--- config.mk ---
export PLATFORM = sky130hd
export DESIGN_NAME = reg_file
export DESIGN_NICKNAME = d
export VERILOG_FILES = /design/src/pipe_pkg.sv /design/src/reg_file.sv
export SDC_FILE = /design/constraint.sdc
export NUM_CORES = 2
export LEC_CHECK = 0
export BUFFER_PORTS_ARGS = -buffer_cell sky130_fd_sc_hd__buf_2
export CAP_MARGIN = 20
export CORE_MARGIN = 2
export CORE_UTILIZATION = 55
export DETAILED_ROUTE_END_ITERATION = 12
export GPL_TIMING_DRIVEN = 1
export MAX_ROUTING_LAYER = met4
export PLACE_DENSITY = 0.73
export SKIP_CTS_REPAIR_TIMING = 1
export SLEW_MARGIN = 10
export SYNTH_ARGS = -nofsm -noshare
export SYNTH_HDL_FRONTEND = slang
export SYNTH_SLANG_ARGS = --single-unit
--- constraint.sdc ---
create_clock -name clk -period 3.3 [get_ports clk]
set_input_delay 0.165 -clock clk [delete_from_list [all_inputs] [get_ports clk]]
set_output_delay 0.165 -clock clk [all_outputs]
set_load 0.03 [all_outputs]
--- src/pipe_pkg.sv ---
package pipe_pkg;

    localparam int xlen = 64;
    localparam int addr_w = 13;
    localparam int ram_words = 1 << (addr_w - 3);
    localparam int ram_wait = 2;
    localparam logic [xlen-1:0] reset_pc = 64'h0000_0000_8000_0000;
    localparam logic [1:0] axi_okay = 2'b00;

    typedef enum logic [3:0] {
        MEM_NOP,
        LB,
        LH,
        LW,
        LD,
        LBU,
        LHU,
        LWU,
        SB,
        SH,
        SW,
        SD
    } mem_op_e;

    typedef enum logic [1:0] {
        WB_NONE,
        WB_EXE,
        WB_MEM
    } wb_sel_e;

    // executed instruction as it leaves the execute stage.
    typedef struct packed {
        logic [xlen-1:0] pc;
        logic [xlen-1:0] exe_result; // address for loads and stores.
        logic [xlen-1:0] store_data;
        logic [4:0]      rd;
        mem_op_e         mem_op;
        wb_sel_e         wb_sel;
    } exe_mem_t;

    typedef struct packed {
        logic [xlen-1:0] pc;
        logic [4:0]      rd;
        logic [xlen-1:0] wb_value;
        logic            wb_en;
    } mem_wb_t;

    typedef struct packed {
        logic [xlen-1:0] addr;
        logic [2:0]      prot;
    } axi_aw_t;

    typedef struct packed {
        logic [xlen-1:0] data;
        logic [7:0]      strb;
    } axi_w_t;

    typedef struct packed {
        logic [1:0] resp;
    } axi_b_t;

    typedef struct packed {
        logic [xlen-1:0] addr;
        logic [2:0]      prot;
    } axi_ar_t;

    typedef struct packed {
        logic [xlen-1:0] data;
        logic [1:0]      resp;
    } axi_r_t;

    localparam exe_mem_t exe_mem_reset = '{
        pc: reset_pc,
        exe_result: '0,
        store_data: '0,
        rd: '0,
        mem_op: MEM_NOP,
        wb_sel: WB_NONE
    };

    localparam mem_wb_t mem_wb_reset = '0;

endpackage

--- src/reg_file.sv ---
`timescale 1ns/1ps

module reg_file (
    input  logic                      clk,
    input  logic                      rst,
    input  logic                      we,
    input  logic [4:0]                waddr,
    input  logic [pipe_pkg::xlen-1:0] wdata,
    input  logic [4:0]                rs1_addr,
    input  logic [4:0]                rs2_addr,
    output logic [pipe_pkg::xlen-1:0] rs1_data,
    output logic [pipe_pkg::xlen-1:0] rs2_data
);

    logic [pipe_pkg::xlen-1:0] regs [32];

    always_ff @(posedge clk or negedge rst) begin
        if (!rst) begin
            for (int i = 0; i < 32; i++) begin
                regs[i] <= '0;
            end
        end else if (we && waddr != 5'd0) begin
            regs[waddr] <= wdata; // x0 stays zero.
        end
    end

    assign rs1_data = (rs1_addr == 5'd0) ? '0 : regs[rs1_addr];
    assign rs2_data = (rs2_addr == 5'd0) ? '0 : regs[rs2_addr];

endmodule

After elaboration in Yosys (flattened, before gate mapping):

Cells that the tools add are included.

* flip-flop bits (word level): 2048
* bits of input ports: 82
* output and inout bits: 128
* logic and storage cells: 55

* order comparisons: 4
* muxes and demuxes: 11
* bitwise gates (word level): 3
* reductions and logical operators: 5

Operator list (number)
* bitwise mux 2048 bit: 1
* binary-select mux 64 bit (select 5 bit): 2
* 2-to-1 mux 64 bit: 7
* demux 64 bit (select 5 bit): 1
* >= comparator 6 bit (second input constant): 3
* NOT 5 -> 6 bit: 3
* zero test 5 bit: 2
* < comparator 6 x 1 -> 1 bit (second input constant): 1
* nonzero test 5 bit: 1
* logical AND 1 bit: 2

Longest topological paths before layout:

* depth in word-level cells: 6
* gate-level depth with buffers: 10
* mapped depth without buffers: 4

Worst setup path after synthesis:

Ideal clock, no wire load.

* kind: input-to-output
* start point: input port rs2_addr[1]
* end point: output port rs2_data[39] (netlist bit)
* arrival time: 2.815 ns
* required time: 3.135 ns
* path slack: 0.320 ns
* cell stages on the path: 7
* path buffers: 3
* path through: buf_4 -> buf_2 -> or2_2 -> clkbuf_1 -> o22ai_1 -> nor4_1 -> a2111oi_0

* longest elaborated chain between the ends: 5

Ends and longest elaborated chain
* start, declared: RTL line reg_file.sv:10 `input logic [4:0] rs2_addr,`
* NOT 5 -> 6 bit (not written as such): RTL line reg_file.sv:28 `assign rs2_data = (rs2_addr == 5'd0) ? '0 : regs[rs2_addr];`
* binary-select mux 64 bit (select 5 bit): RTL line reg_file.sv:28
* 2-to-1 mux 64 bit (not written as such) (2 in a row): RTL line reg_file.sv:28
* 2-to-1 mux 64 bit *: RTL line reg_file.sv:28
* end, declared: RTL line reg_file.sv:12 `output logic [pipe_pkg::xlen-1:0] rs2_data`

Mark *: on every way between the ends. The rest lies on a longest branch, timed or not. The select of a mux whose other input is x is not followed.

Worst setup path after layout:

* start point: register regs[1869] (netlist bit)
* end point: output port rs1_data[13] (netlist bit)

* longest elaborated chain between the ends: 4

Ends and longest elaborated chain
* start, declared: RTL line reg_file.sv:15 `logic [pipe_pkg::xlen-1:0] regs [32];`
* start signal, assigned by index: RTL line reg_file.sv:23 `regs[waddr] <= wdata;`
* binary-select mux 64 bit (select 5 bit): RTL line reg_file.sv:27 `assign rs1_data = (rs1_addr == 5'd0) ? '0 : regs[rs1_addr];`
* 2-to-1 mux 64 bit (not written as such) (2 in a row): RTL line reg_file.sv:27
* 2-to-1 mux 64 bit: RTL line reg_file.sv:27
* end, declared: RTL line reg_file.sv:11 `output logic [pipe_pkg::xlen-1:0] rs1_data,`

No other way between the ends. The select of a mux whose other input is x is not followed.

==> results.toml <==
[run_status]
status = "complete, no violations"

[synthesis]
synth_compound_gate_area_share_pct = 2.14
synth_nets = 7045
synth_area_leaders = "dfrtp_1, mux2_2, mux4_2"
ys_ff_latch = 2048
synth.area.mux_share_pct = 45.9
synth_top_cell_area_share_pct = 47.3
synth_area_per_cell_sq_um = 15.6
synth_top_flop_cell = "dfrtp_1"
synth_top_family_by_area = "multiplexers"
async_flop_share_pct = 100
yosysWarnings = 0
synth_seq_area_share_pct = 47.3
yosys.area_share.adder_pct = 0
yosysUniqueCellTypes = 48
synth_edf_count = 0
synth_top_area_cell = "dfrtp_1"
syn-cell-area_sq_um = 108000
syn_inst = 6963
yosys.area_share.simple_pct = 1.41
synth-xor-area-share_pct = 0

[floorplanning]
core_area_sq_um = 195000
die_area_sq_um = 201000
io_pins = 210
num_rows = 162
die_width_microns = 448
die_h_microns = 448
start_util_pct = 55.5

[worst_setup_path]
path_cells = "mux4_2, mux2_2, o32ai_1, nor4_1, buf_2"
slowest_delay_ps = 950
path_buf_inv = 1
required_ps = 3130
critPathMaxFanout = 3
startpoint_type = "flop"
r2r_start = "regs[1866]"
cp_top_family = "simple AND/OR/NAND/NOR gates"
end_kind = "primary output"
slowest_stage = "nor4_1"
crit_path_start = "regs[1869]"
worstPathArrival_ps = 3100
crit_type = "reg -> out"

[global_route]
grt_pass1_vias = 70804
grt_max_degree = 142
grt_usage_pct = 34.4
gr-total-overflow = 0
busiest_layer = "met2"
grtUsageMet3_pct = 6.28
antenna_found_initial = 17
use_met2_pct = 53.3
grt_pass1_wl_microns = 488000
use_met1_pct = 44.5

[placement]
post_dp_cell_area_sq_um = 114000
port_buffers = 209
dp_worst_setup_slack_ps = 417
gp_congestion = 0.863
dpl.hpwl_microns = 193000

[sta]
fin_ws_ps = 31.6
fmax_mhz = 306
drv_slew = 0
tns_ps = 0
holdWs_ps = 34.0
setup_violations = 0
hold_viol = 0
period_share_pct = 99.0
post-route-min-period_ps = 3270
skew_ps = 0
rsz0062_at_grt = "no"
worst_pin_slew_ps = 1170
slew_headroom_pct = 21.5

[finish]
stdcell_area_sq_um = 122000
drive_above_1_share_pct = 55.2
reg_top3 = "regs x2048"
fillCellCount = 14183
area_delta_synth_final_pct = 12.8
fin_nets = 7084
top_register = "regs"
largest_register_ffs = 2048

[route]
wl_per_cell_microns = 33.7
drc = 0
drt_pre_antenna_iters = 5
detail-route-antenna-nets = 0
wl_microns = 331000
viasPerCell = 6.94
drt_iter0_drc = 7115
via_count = 68159

[power]
vdd_drop_max_mv = 0.521
powerDensity_nw_per_um2 = 617
p_leak_uw = 0.0538

[clock_tree]
clock_latency_ps = 890
tritoncts = "done"
cts.sinks = 2048
htree_levels = 4
clk_path_buf_depth = 3
path_clk_slew_ps = 60
numCtsBuffers = 215
ctsRootBufferMaster = "clkbuf_16"

[worst_hold_path]
hp-class = "in -> reg"
hp-start = "waddr[0]"

[job]
cap_violations = 0
## cells in the final DEF (no fill, tap or decap), types with 9 or more instances in the layout
master / netlist / layout
mux2_2: 2008 / 2008
or2_1: 71 / 71
diode_2: 0 / 12
clkinv_2: 0 / 50
o22a_1: 17 / 17
nor2_4: 0 / 12
nor2b_1: 39 / 37
nand2_4: 0 / 13
nand2b_1: 14 / 9
clkbuf_1: 434 / 30
bufinv_16: 0 / 26
o221ai_1: 12 / 12
nor2_1: 30 / 18
o22ai_1: 182 / 182
nor3_1: 17 / 17
a22o_1: 11 / 11
a211o_1: 13 / 13
buf_2: 286 / 199
buf_12: 0 / 144
dfrtp_1: 2048 / 2048
mux4_2: 968 / 968
dlygate4sd3_1: 0 / 66
nor4_1: 12 / 11
mux2_1: 14 / 14
a211oi_1: 14 / 14
mux2i_1: 520 / 520
nand2_1: 40 / 27
buf_4: 26 / 212
a22oi_1: 26 / 26
clkbuf_16: 0 / 215
a21oi_1: 13 / 13
a31o_2: 13 / 13
clkbuf_8: 0 / 52
## cells in the mapped netlist (3+ instances only)
| cell type | instances |
|---|---|
| o31ai_1 | 4 |
| a22oi_1 | 26 |
| nor3b_1 | 3 |
| a21oi_1 | 13 |
| and2_1 | 6 |
| o22ai_1 | 182 |
| clkbuf_1 | 434 |
| and2_0 | 3 |
| dfrtp_1 | 2048 |
| mux4_2 | 968 |
| or2_1 | 71 |
| mux2i_1 | 520 |
| o211ai_1 | 4 |
| nand4b_1 | 3 |
| o22a_1 | 17 |
| mux2_1 | 14 |
| or4_1 | 4 |
| nor2b_1 | 39 |
| nor3_1 | 17 |
| and3_1 | 5 |
| a211oi_1 | 14 |
| or2_2 | 3 |
| nand3_1 | 9 |
| a22o_1 | 11 |
| or3_1 | 4 |
| buf_1 | 51 |
| buf_6 | 10 |
| o32ai_1 | 4 |
| nand2b_1 | 14 |
| nand2_1 | 40 |
| nor2_1 | 30 |
| buf_2 | 286 |
| a211o_1 | 13 |
| a2111oi_0 | 9 |
| nor4_1 | 12 |
| mux2_2 | 2008 |
| o221ai_1 | 12 |
| a31o_2 | 13 |
| buf_4 | 26 |
| nor3_2 | 4 |
## final cells by class
class / count / area, sq um / area share (%)
Clock inverter: 101 / 1410 / 1.15
Sequential cell: 2048 / 51200 / 41.9
Tap cell: 2624 / 3280 / 2.68
Clock buffer: 295 / 6180 / 5.05
Timing Repair Buffer: 629 / 6250 / 5.11
Multi-Input combinational cell: 4108 / 53900 / 44.1
Antenna cell: 12 / 30.0 / 0.0245
## tightest hold or removal path, delay by kind of cell
kind | cells | cell delay, ps
AND/OR/NAND/NOR | 1 | 100
multiplexers | 1 | 250
buffers and inverters | 2 | 380
## metal layers
metal	wire length [microns]	vias to the layer above
met5	0	-
met2	160000	3068
li1	-	27065
met1	129000	37181
met3	24400	845
met4	17300	0
## path summary, 6_finish.rpt
kind / end / slack, ps / depth (start not counted)
max in group asynchronous: regs[1760] / 1640 / 4
worst min-delay path: regs[1088] / 30 / 4
min in group asynchronous: regs[1174] / 470 / 3
worst max-delay path: rs1_data[13] / 30 / 5
worst min register to register: regs[2015] / 380 / 0
worst max register to register: regs[1866] / 2480 / 1
## per-stage QoR
step	std cells	power (uW)	utilization (%)
2_1_floorplan	6963	44700	-
3_3_place_gp	9342	48800	58.4
3_5_place_dp	9342	49700	58.4
4_1_cts	9738	75500	62.2
5_1_grt	9814	78400	62.6
6_report	9817	75500	62.6
## logic make-up after synthesis
| kind of cell | Yosys count |
|---|---|
| AO/OA/AOI/OAI | 328 |
| buffers and inverters | 807 |
| flip-flops | 2048 |
| multiplexers | 3510 |
| AND/OR/NAND/NOR | 270 |
## power breakdown
| group | switching, uW | internal, uW |
|---|---|---|
| registers | 3580 | 29900 |
| clock network | 10700 | 15200 |
| logic | 6670 | 9400 |
| total | 21000 | 54500 |
Note: power is estimated with default switching activity, not from simulation.
