File: src/pipe_pkg.sv
package pipe_pkg;

    localparam int xlen = 64;
    localparam int addr_w = 13;
    localparam int ram_words = 1 << (addr_w - 3);
    localparam int ram_wait = 2;
    localparam logic [xlen-1:0] reset_pc = 64'h0000_0000_8000_0000;
    localparam logic [1:0] axi_okay = 2'b00;

    typedef enum logic [3:0] {
        MEM_NOP,
        LB,
        LH,
        LW,
        LD,
        LBU,
        LHU,
        LWU,
        SB,
        SH,
        SW,
        SD
    } mem_op_e;

    typedef enum logic [1:0] {
        WB_NONE,
        WB_EXE,
        WB_MEM
    } wb_sel_e;

    // executed instruction as it leaves the execute stage.
    typedef struct packed {
        logic [xlen-1:0] pc;
        logic [xlen-1:0] exe_result; // address for loads and stores.
        logic [xlen-1:0] store_data;
        logic [4:0]      rd;
        mem_op_e         mem_op;
        wb_sel_e         wb_sel;
    } exe_mem_t;

    typedef struct packed {
        logic [xlen-1:0] pc;
        logic [4:0]      rd;
        logic [xlen-1:0] wb_value;
        logic            wb_en;
    } mem_wb_t;

    typedef struct packed {
        logic [xlen-1:0] addr;
        logic [2:0]      prot;
    } axi_aw_t;

    typedef struct packed {
        logic [xlen-1:0] data;
        logic [7:0]      strb;
    } axi_w_t;

    typedef struct packed {
        logic [1:0] resp;
    } axi_b_t;

    typedef struct packed {
        logic [xlen-1:0] addr;
        logic [2:0]      prot;
    } axi_ar_t;

    typedef struct packed {
        logic [xlen-1:0] data;
        logic [1:0]      resp;
    } axi_r_t;

    localparam exe_mem_t exe_mem_reset = '{
        pc: reset_pc,
        exe_result: '0,
        store_data: '0,
        rd: '0,
        mem_op: MEM_NOP,
        wb_sel: WB_NONE
    };

    localparam mem_wb_t mem_wb_reset = '0;

endpackage

File: src/mem_stage.sv
`timescale 1ns/1ps

module mem_stage (
    input  logic                clk,
    input  logic                rst,
    input  logic                valid,
    input  pipe_pkg::exe_mem_t  rec,
    output logic                stall,
    output logic                wb_valid,
    output pipe_pkg::mem_wb_t   wb_rec,
    output pipe_pkg::axi_aw_t   aw,
    output logic                awvalid,
    input  logic                awready,
    output pipe_pkg::axi_w_t    w,
    output logic                wvalid,
    input  logic                wready,
    input  pipe_pkg::axi_b_t    b,
    input  logic                bvalid,
    output logic                bready,
    output pipe_pkg::axi_ar_t   ar,
    output logic                arvalid,
    input  logic                arready,
    input  pipe_pkg::axi_r_t    r,
    input  logic                rvalid,
    output logic                rready
);

    typedef enum logic [1:0] {st_idle, st_req, st_resp, st_done} state_e;

    state_e                    state;
    logic                      is_mem;
    logic                      is_store;
    logic [7:0]                lane_mask;
    logic [2:0]                align_mask;
    logic [5:0]                shamt;
    logic [pipe_pkg::xlen-1:0] load_q;
    logic [pipe_pkg::xlen-1:0] lane_data;
    logic [pipe_pkg::xlen-1:0] load_val;

    always_comb begin
        is_mem   = rec.mem_op != pipe_pkg::MEM_NOP;
        is_store = rec.mem_op inside {pipe_pkg::SB, pipe_pkg::SH, pipe_pkg::SW, pipe_pkg::SD};
        case (rec.mem_op)
            pipe_pkg::LB, pipe_pkg::LBU, pipe_pkg::SB: begin
                lane_mask  = 8'h01;
                align_mask = 3'b000;
            end
            pipe_pkg::LH, pipe_pkg::LHU, pipe_pkg::SH: begin
                lane_mask  = 8'h03;
                align_mask = 3'b001;
            end
            pipe_pkg::LW, pipe_pkg::LWU, pipe_pkg::SW: begin
                lane_mask  = 8'h0f;
                align_mask = 3'b011;
            end
            default: begin
                lane_mask  = 8'hff;
                align_mask = 3'b111;
            end
        endcase
    end

    assign shamt = {rec.exe_result[2:0], 3'b000}; // byte offset in bits.

    assign aw = '{addr: rec.exe_result, prot: 3'b000};
    assign ar = '{addr: rec.exe_result, prot: 3'b000};
    assign w  = '{data: rec.store_data << shamt, strb: lane_mask << rec.exe_result[2:0]};

    always_ff @(posedge clk or negedge rst) begin
        if (!rst) begin
            state   <= st_idle;
            awvalid <= 1'b0;
            wvalid  <= 1'b0;
            arvalid <= 1'b0;
        end else begin
            case (state)
                st_idle: if (valid && is_mem) begin
                    state   <= st_req;
                    awvalid <= is_store;
                    wvalid  <= is_store;
                    arvalid <= !is_store;
                end
                st_req: begin
                    if (awready) awvalid <= 1'b0;
                    if (wready) wvalid <= 1'b0;
                    if (arready) arvalid <= 1'b0;
                    if ((!awvalid || awready) && (!wvalid || wready) && (!arvalid || arready))
                        state <= st_resp;
                end
                st_resp: if ((bvalid && bready) || (rvalid && rready)) state <= st_done;
                default: state <= st_idle; // done lasts one cycle.
            endcase
        end
    end

    always_ff @(posedge clk) begin
        if (rvalid && rready) load_q <= r.data;
    end

    assign bready = state == st_resp;
    assign rready = state == st_resp;

    // hold the record until its response has been captured.
    assign stall    = valid && is_mem && state != st_done;
    assign wb_valid = valid && !stall;

    assign lane_data = load_q >> shamt;

    always_comb begin
        case (rec.mem_op)
            pipe_pkg::LB:  load_val = {{56{lane_data[7]}}, lane_data[7:0]};
            pipe_pkg::LH:  load_val = {{48{lane_data[15]}}, lane_data[15:0]};
            pipe_pkg::LW:  load_val = {{32{lane_data[31]}}, lane_data[31:0]};
            pipe_pkg::LBU: load_val = {56'b0, lane_data[7:0]};
            pipe_pkg::LHU: load_val = {48'b0, lane_data[15:0]};
            pipe_pkg::LWU: load_val = {32'b0, lane_data[31:0]};
            default:       load_val = lane_data;
        endcase
        wb_rec.pc       = rec.pc;
        wb_rec.rd       = rec.rd;
        wb_rec.wb_en    = rec.wb_sel != pipe_pkg::WB_NONE;
        wb_rec.wb_value = (rec.wb_sel == pipe_pkg::WB_MEM) ? load_val : rec.exe_result;
    end

    a_aligned: assert property (
        @(posedge clk) disable iff (!rst)
        valid && is_mem |-> (rec.exe_result[2:0] & align_mask) == 3'b000
    ) else $error("misaligned memory access");

    a_one_request: assert property (
        @(posedge clk) disable iff (!rst) !(awvalid && arvalid)
    ) else $error("read and write requested together");

    a_resp_okay: assert property (
        @(posedge clk) disable iff (!rst)
        (bvalid |-> b.resp == pipe_pkg::axi_okay) and (rvalid |-> r.resp == pipe_pkg::axi_okay)
    ) else $error("memory returned an error response");

endmodule

File: config.mk
export PLATFORM = sky130hd
export DESIGN_NAME = mem_stage
export DESIGN_NICKNAME = d
export VERILOG_FILES = /design/src/pipe_pkg.sv /design/src/mem_stage.sv
export SDC_FILE = /design/constraint.sdc
export NUM_CORES = 1
export LEC_CHECK = 0
export ABC_AREA = 1
export BUFFER_PORTS_ARGS = -buffer_cell sky130_fd_sc_hd__clkbuf_2
export CAP_MARGIN = 20
export CORE_AREA = 2 2 246 248
export DETAILED_ROUTE_END_ITERATION = 12
export DIE_AREA = 0 0 248 250
export PLACE_DENSITY = 0.39
export SLEW_MARGIN = 15
export SYNTH_ARGS = -nofsm -noshare
export SYNTH_HDL_FRONTEND = slang
export SYNTH_SLANG_ARGS = --single-unit
File: constraint.sdc
create_clock -name clk -period 3.8 [get_ports clk]
set_input_delay 0 -clock clk [delete_from_list [all_inputs] [get_ports clk]]
set_output_delay 0 -clock clk [all_outputs]
set_load 0.05 [all_outputs]
Word-level counts from Yosys, hierarchy flattened
Memories as Yosys holds them, arrays and structs flattened. Cells that the tools add are included.

Memories kept: 1. Output and inout bits: 347. Input bits: 279. Logic and storage cells: 68. Register bits: 69. Memory bits (read-only): 160.

Memories: (name not given) (depth 16, bits a word 10, rd ports 1, clocked after memory_dff 0, wr ports 0, line mem_stage.sv:43) `case (rec.mem_op)`.

Reduce and logical (&&, ||, !) cells: 25. Shift operators: 3. Muxes and demuxes: 14. Equal/unequal tests: 20.

Operator list (number): $pmux 64 s6 (1); $mux 64 (1); $shl 64x6->64 (1); $shr 64x6->64 (1); $eq 4x4->1 const B (4); $eq 4x3->1 const B (3); $ne 2x2->1 const B (6); $reduce_and 3->1 (4); $eq 4x2->1 const B (2); $reduce_bool 4->1 (2); $shl 8x3->8 (1); $logic_and 1x1->1 (7); $mux 2 (3); $pmux 1 s2 (3); $pmux 2 s3 (1); $logic_not 1->1 (5); $mux 1 (5); $eq 2x2->1 const B (2); $eq 4x1->1 const B (1); $logic_or 1x1->1 (4); $reduce_bool 2->1 (2); $eq 2x1->1 const B (1); $logic_not 2->1 (1); $ne 2x1->1 const B (1).

Logic depth before layout (Yosys ltp)
Depth in word-level cells: 6. Depth in mapped cells: 11. Mapped depth without buffers: 10.

Worst setup path before layout
Ideal clock, no wire load.

Path kind: register to register. Start: register state[0]. End: register load_q[0] (netlist bit), enable pin. Arrival time: 2381 ps. Setup slack: 1001 ps. Data required time: 3382 ps. Path buffers: 0. Stages on the path, launching flop included: 5. Cell sequence: dfrtp_1 > inv_1 > ha_1 > nand2_1 > inv_1.

Word-level cells in the longest chain between the ends: 2.

RTL lines: from (decl) (line mem_stage.sv:30) `state_e state;`; from (signal assigned) (line mem_stage.sv:71) `state <= st_idle;`; from (signal assigned) (line mem_stage.sv:78) `state <= st_req;`; from (signal assigned) (line mem_stage.sv:88) `state <= st_resp;`; $eq 2x2->1; net bready (line mem_stage.sv:19) `output logic bready,`; $logic_and 1x1->1 (line mem_stage.sv:97) `if (rvalid && rready) load_q <= r.data;`; to (signal assigned) (line mem_stage.sv:97); to (decl) (line mem_stage.sv:36) `logic [pipe_pkg::xlen-1:0] load_q;`.

The timed path passes the listed nets, and every way through them passes these cells. A chain may end at the register's enable or synchronous reset.

==> qor.yml <==
route:
  drc: 0
  wire_per_inst_um: 22.0
  routed_wl_um: 53600
  vias: 9972
  drtIter0Drc: 594
  firstDrtPassIters: 6
  postRouteAntennaNets: 0
  avgViaCountPerCell: 4.09
floorplan:
  ios: 626
  num_rows: 90
  core_um2: 59600
  die_x_um: 248
  die_area_um2: 62000
  dieHeight_um: 250
  initial_core_util_pct: 14.6
synthesis:
  ys.flop_type: "edfxtp_1"
  ys_top_cells_by_area: "edfxtp_1 (22%), buf_4 (18%), nand2_1 (18%)"
  synth_edf_count: 64
  synth-seq-cells: 69
  postSynth.asyncResetShare_pct: 7.25
  syn_area_per_cell_um2: 6.40
  netlist_instances: 1361
  yosysSeqAreaShare_pct: 23.5
  synth_top_area_share_pct: 22.1
  yosysTopAreaCell: "edfxtp_1"
  syn-cell-area_um2: 8700
  ys_warn_count: 0
  ys_types: 39
pwr:
  p_switching_uw: 2150
  p_total_uw: 4140
  power_density_nw_per_um2: 372
  clkPwrFrac_pct: 19.1
  seqPwrFrac_pct: 26.2
  vdd_drop_max_mv: 0.190
  sw_frac_of_total_pct: 52.0
  p_comb_share_pct: 54.6
  p_leak_uw: 0.00580
  intPower_uw: 1990
cells_and_area:
  nets: 1938
  nFillCells: 6899
  layout_commonest_cell: "clkbuf_2"
  layout_common_cells: "clkbuf_2 (475), nand2_1 (409), nand3_1 (148)"
  area_delta_synth_final_pct: 27.8
  drive_gt1_share_pct: 32.3
critical_path:
  start_kind: "primary input"
  max_stage_delay_ns: 0.61
  worst_ep_arrival_time_ns: 2.42
  cp_cell_sequence: "clkbuf_2 -> inv_1 -> ha_1 -> nand2_1 -> nand3_2 -> nor2_4 -> nand3_1 -> a21boi_0 -> nand2_1 -> clkbuf_2"
  end_kind: "output pin"
  worst_path_max_delay_cell: "nor2_4"
  crit_required_ns: 3.80
  worstSetupPathType: "primary input to output pin"
  crit_fanout: 19
global_routing:
  grt_usage_pct: 16.5
  grt_overflow_total: 0
  grt_max_degree: 138
  grt_use_met1_pct: 19.1
  grt_pass1_vias: 9478
  grt_first_pass_wirelength_um: 71800
  grtUsageMet2_pct: 28.9
  use_met3_pct: 2.04
  busiest_layer: "met2"
  antenna_found_initial: 4
timing:
  slew_violations: 0
  min_period_ns: 2.42
  tightestPinTransition_ns: 0.974
  rsz0062_at_grt: "no"
  relSlewSlack_pct: 35.1
  finalCritPeriodShare_pct: 63.6
  finalHoldViolCount: 0
  fin_skew_ns: 0.00650
  setup_viol: 0
  fmax_mhz: 414
  setup_tns_ns: 0
placed_design:
  io_buffers: 477
  place_congestion: 0.843
  hpwlAfterDp_um: 45900
cts:
  clockRootBuffer: "clkbuf_16"
  cts_sinks: 69
  cts_buffer_depth: 2
  cts_resized: 0
  worst_skew_pair.late_latency_ns: 0.34
  tritoncts: "yes"
  cts_setup_buffers: 0
  ctsHoldBuffers: 66
  cts_buffers: 9
  htreeDepth: 3
run_status:
  status: "complete, no violations"
run:
  maxCapViolCount: 0
min_path:
  hold_path_class: "primary input to output pin"
worst max-delay path: cells and delay by family:
| family | cells | cell delay (ns) |
|---|---|---|
| simple gates | 5 | 1.46 |
| buf+inv | 3 | 0.50 |
| fa+ha+maj | 1 | 0.23 |
| compound gates | 1 | 0.19 |
synthesized netlist by cell type (4+ instances only):
| master | n |
|---|---|
| or2_2 | 12 |
| mux2i_1 | 24 |
| buf_6 | 16 |
| o21ai_1 | 47 |
| inv_1 | 90 |
| dfrtp_1 | 5 |
| edfxtp_1 | 64 |
| buf_4 | 212 |
| nand3_2 | 4 |
| o211ai_1 | 9 |
| buf_2 | 24 |
| o21ai_0 | 38 |
| buf_1 | 11 |
| nor3_1 | 14 |
| ha_1 | 10 |
| nand2_1 | 409 |
| inv_2 | 4 |
| a22oi_1 | 17 |
| nand3_1 | 148 |
| o22ai_1 | 9 |
| clkbuf_1 | 18 |
| a21oi_1 | 29 |
| nor2_1 | 125 |
metrics by stage:
| stage | instance area [um^2] | utilization, % | hold WS (ns) | setup WS (ns) | std cells |
|---|---|---|---|---|---|
| after floorplan | 8720 | - | -0.296 | 1.00 | 1366 |
| after global placement | 10200 | 17.1 | -0.169 | 1.30 | 2354 |
| after detailed placement | 10200 | 17.1 | -0.171 | 1.32 | 2354 |
| after CTS | 11100 | 18.7 | 0.000370 | 1.32 | 2436 |
| after global routing | 11100 | 18.7 | 0.000137 | 1.22 | 2440 |
| final | 11100 | 18.7 | 0.0000180 | 1.38 | 2440 |
path summary, 6_finish.rpt:
check / start / end / slack, ns / cells past startpoint
setup / recovery: rec[2] / wb_rec[40] / 1.38 / 10
hold / removal: rec[185] / wb_rec[116] / 0.00002 / 0
setup reg to reg: state[0]$_DFFE_PN0P_ / load_q[1]$_DFFE_PP_ / 1.55 / 5
hold reg to reg: awvalid$_DFFE_PN0P_ / awvalid$_DFFE_PN0P_ / 0.58 / 2
max in group asynchronous: rst / awvalid$_DFFE_PN0P_ / 3.64 / 2
min in group asynchronous: rst / arvalid$_DFFE_PN0P_ / 0.02 / 2
registers in the layout, indices dropped and copies added (netlist names):
signal   count
arvalid      1
load_q      64
state        2
wvalid       1
awvalid      1
cell type report:
type / count / area, um^2 / share of cell area (%)
flip-flops and latches: 69 / 2050 / 18.4
clock inverters: 6 / 47.5 / 0.427
well taps: 782 / 978 / 8.79
multi-input cells: 920 / 4310 / 38.7
clock buffers: 10 / 229 / 2.06
repair buffers: 554 / 3150 / 28.3
diodes: 4 / 10.0 / 0.0900
inverters: 95 / 358 / 3.22
per-layer routing:
metal / share of wire [%] / vias up
li1: - / 4773
met5: 0 / -
met4: 5.8 / 0
met2: 50 / 396
met3: 4.7 / 82
met1: 39 / 4721
power by group through the flow:
stage               combinational, uW  clock [uW]  sequential [uW]
detailed placement               2230           0             1100
global placement                 2210           0             1100
CTS                              2290         812             1090
finish                           2260         792             1090
floorplan                        1810           0             1110
global route                     2440         848             1100
cell families after synthesis:
family	after synthesis	share of synthesized area, %
compound gates	158	10.2
fa+ha+maj	10	1.44
buf+inv	377	27.3
flops	69	23.5
mux	24	2.76
other cells	1	0.0431
simple gates	722	34.8
(Power assumes the default switching activity.)
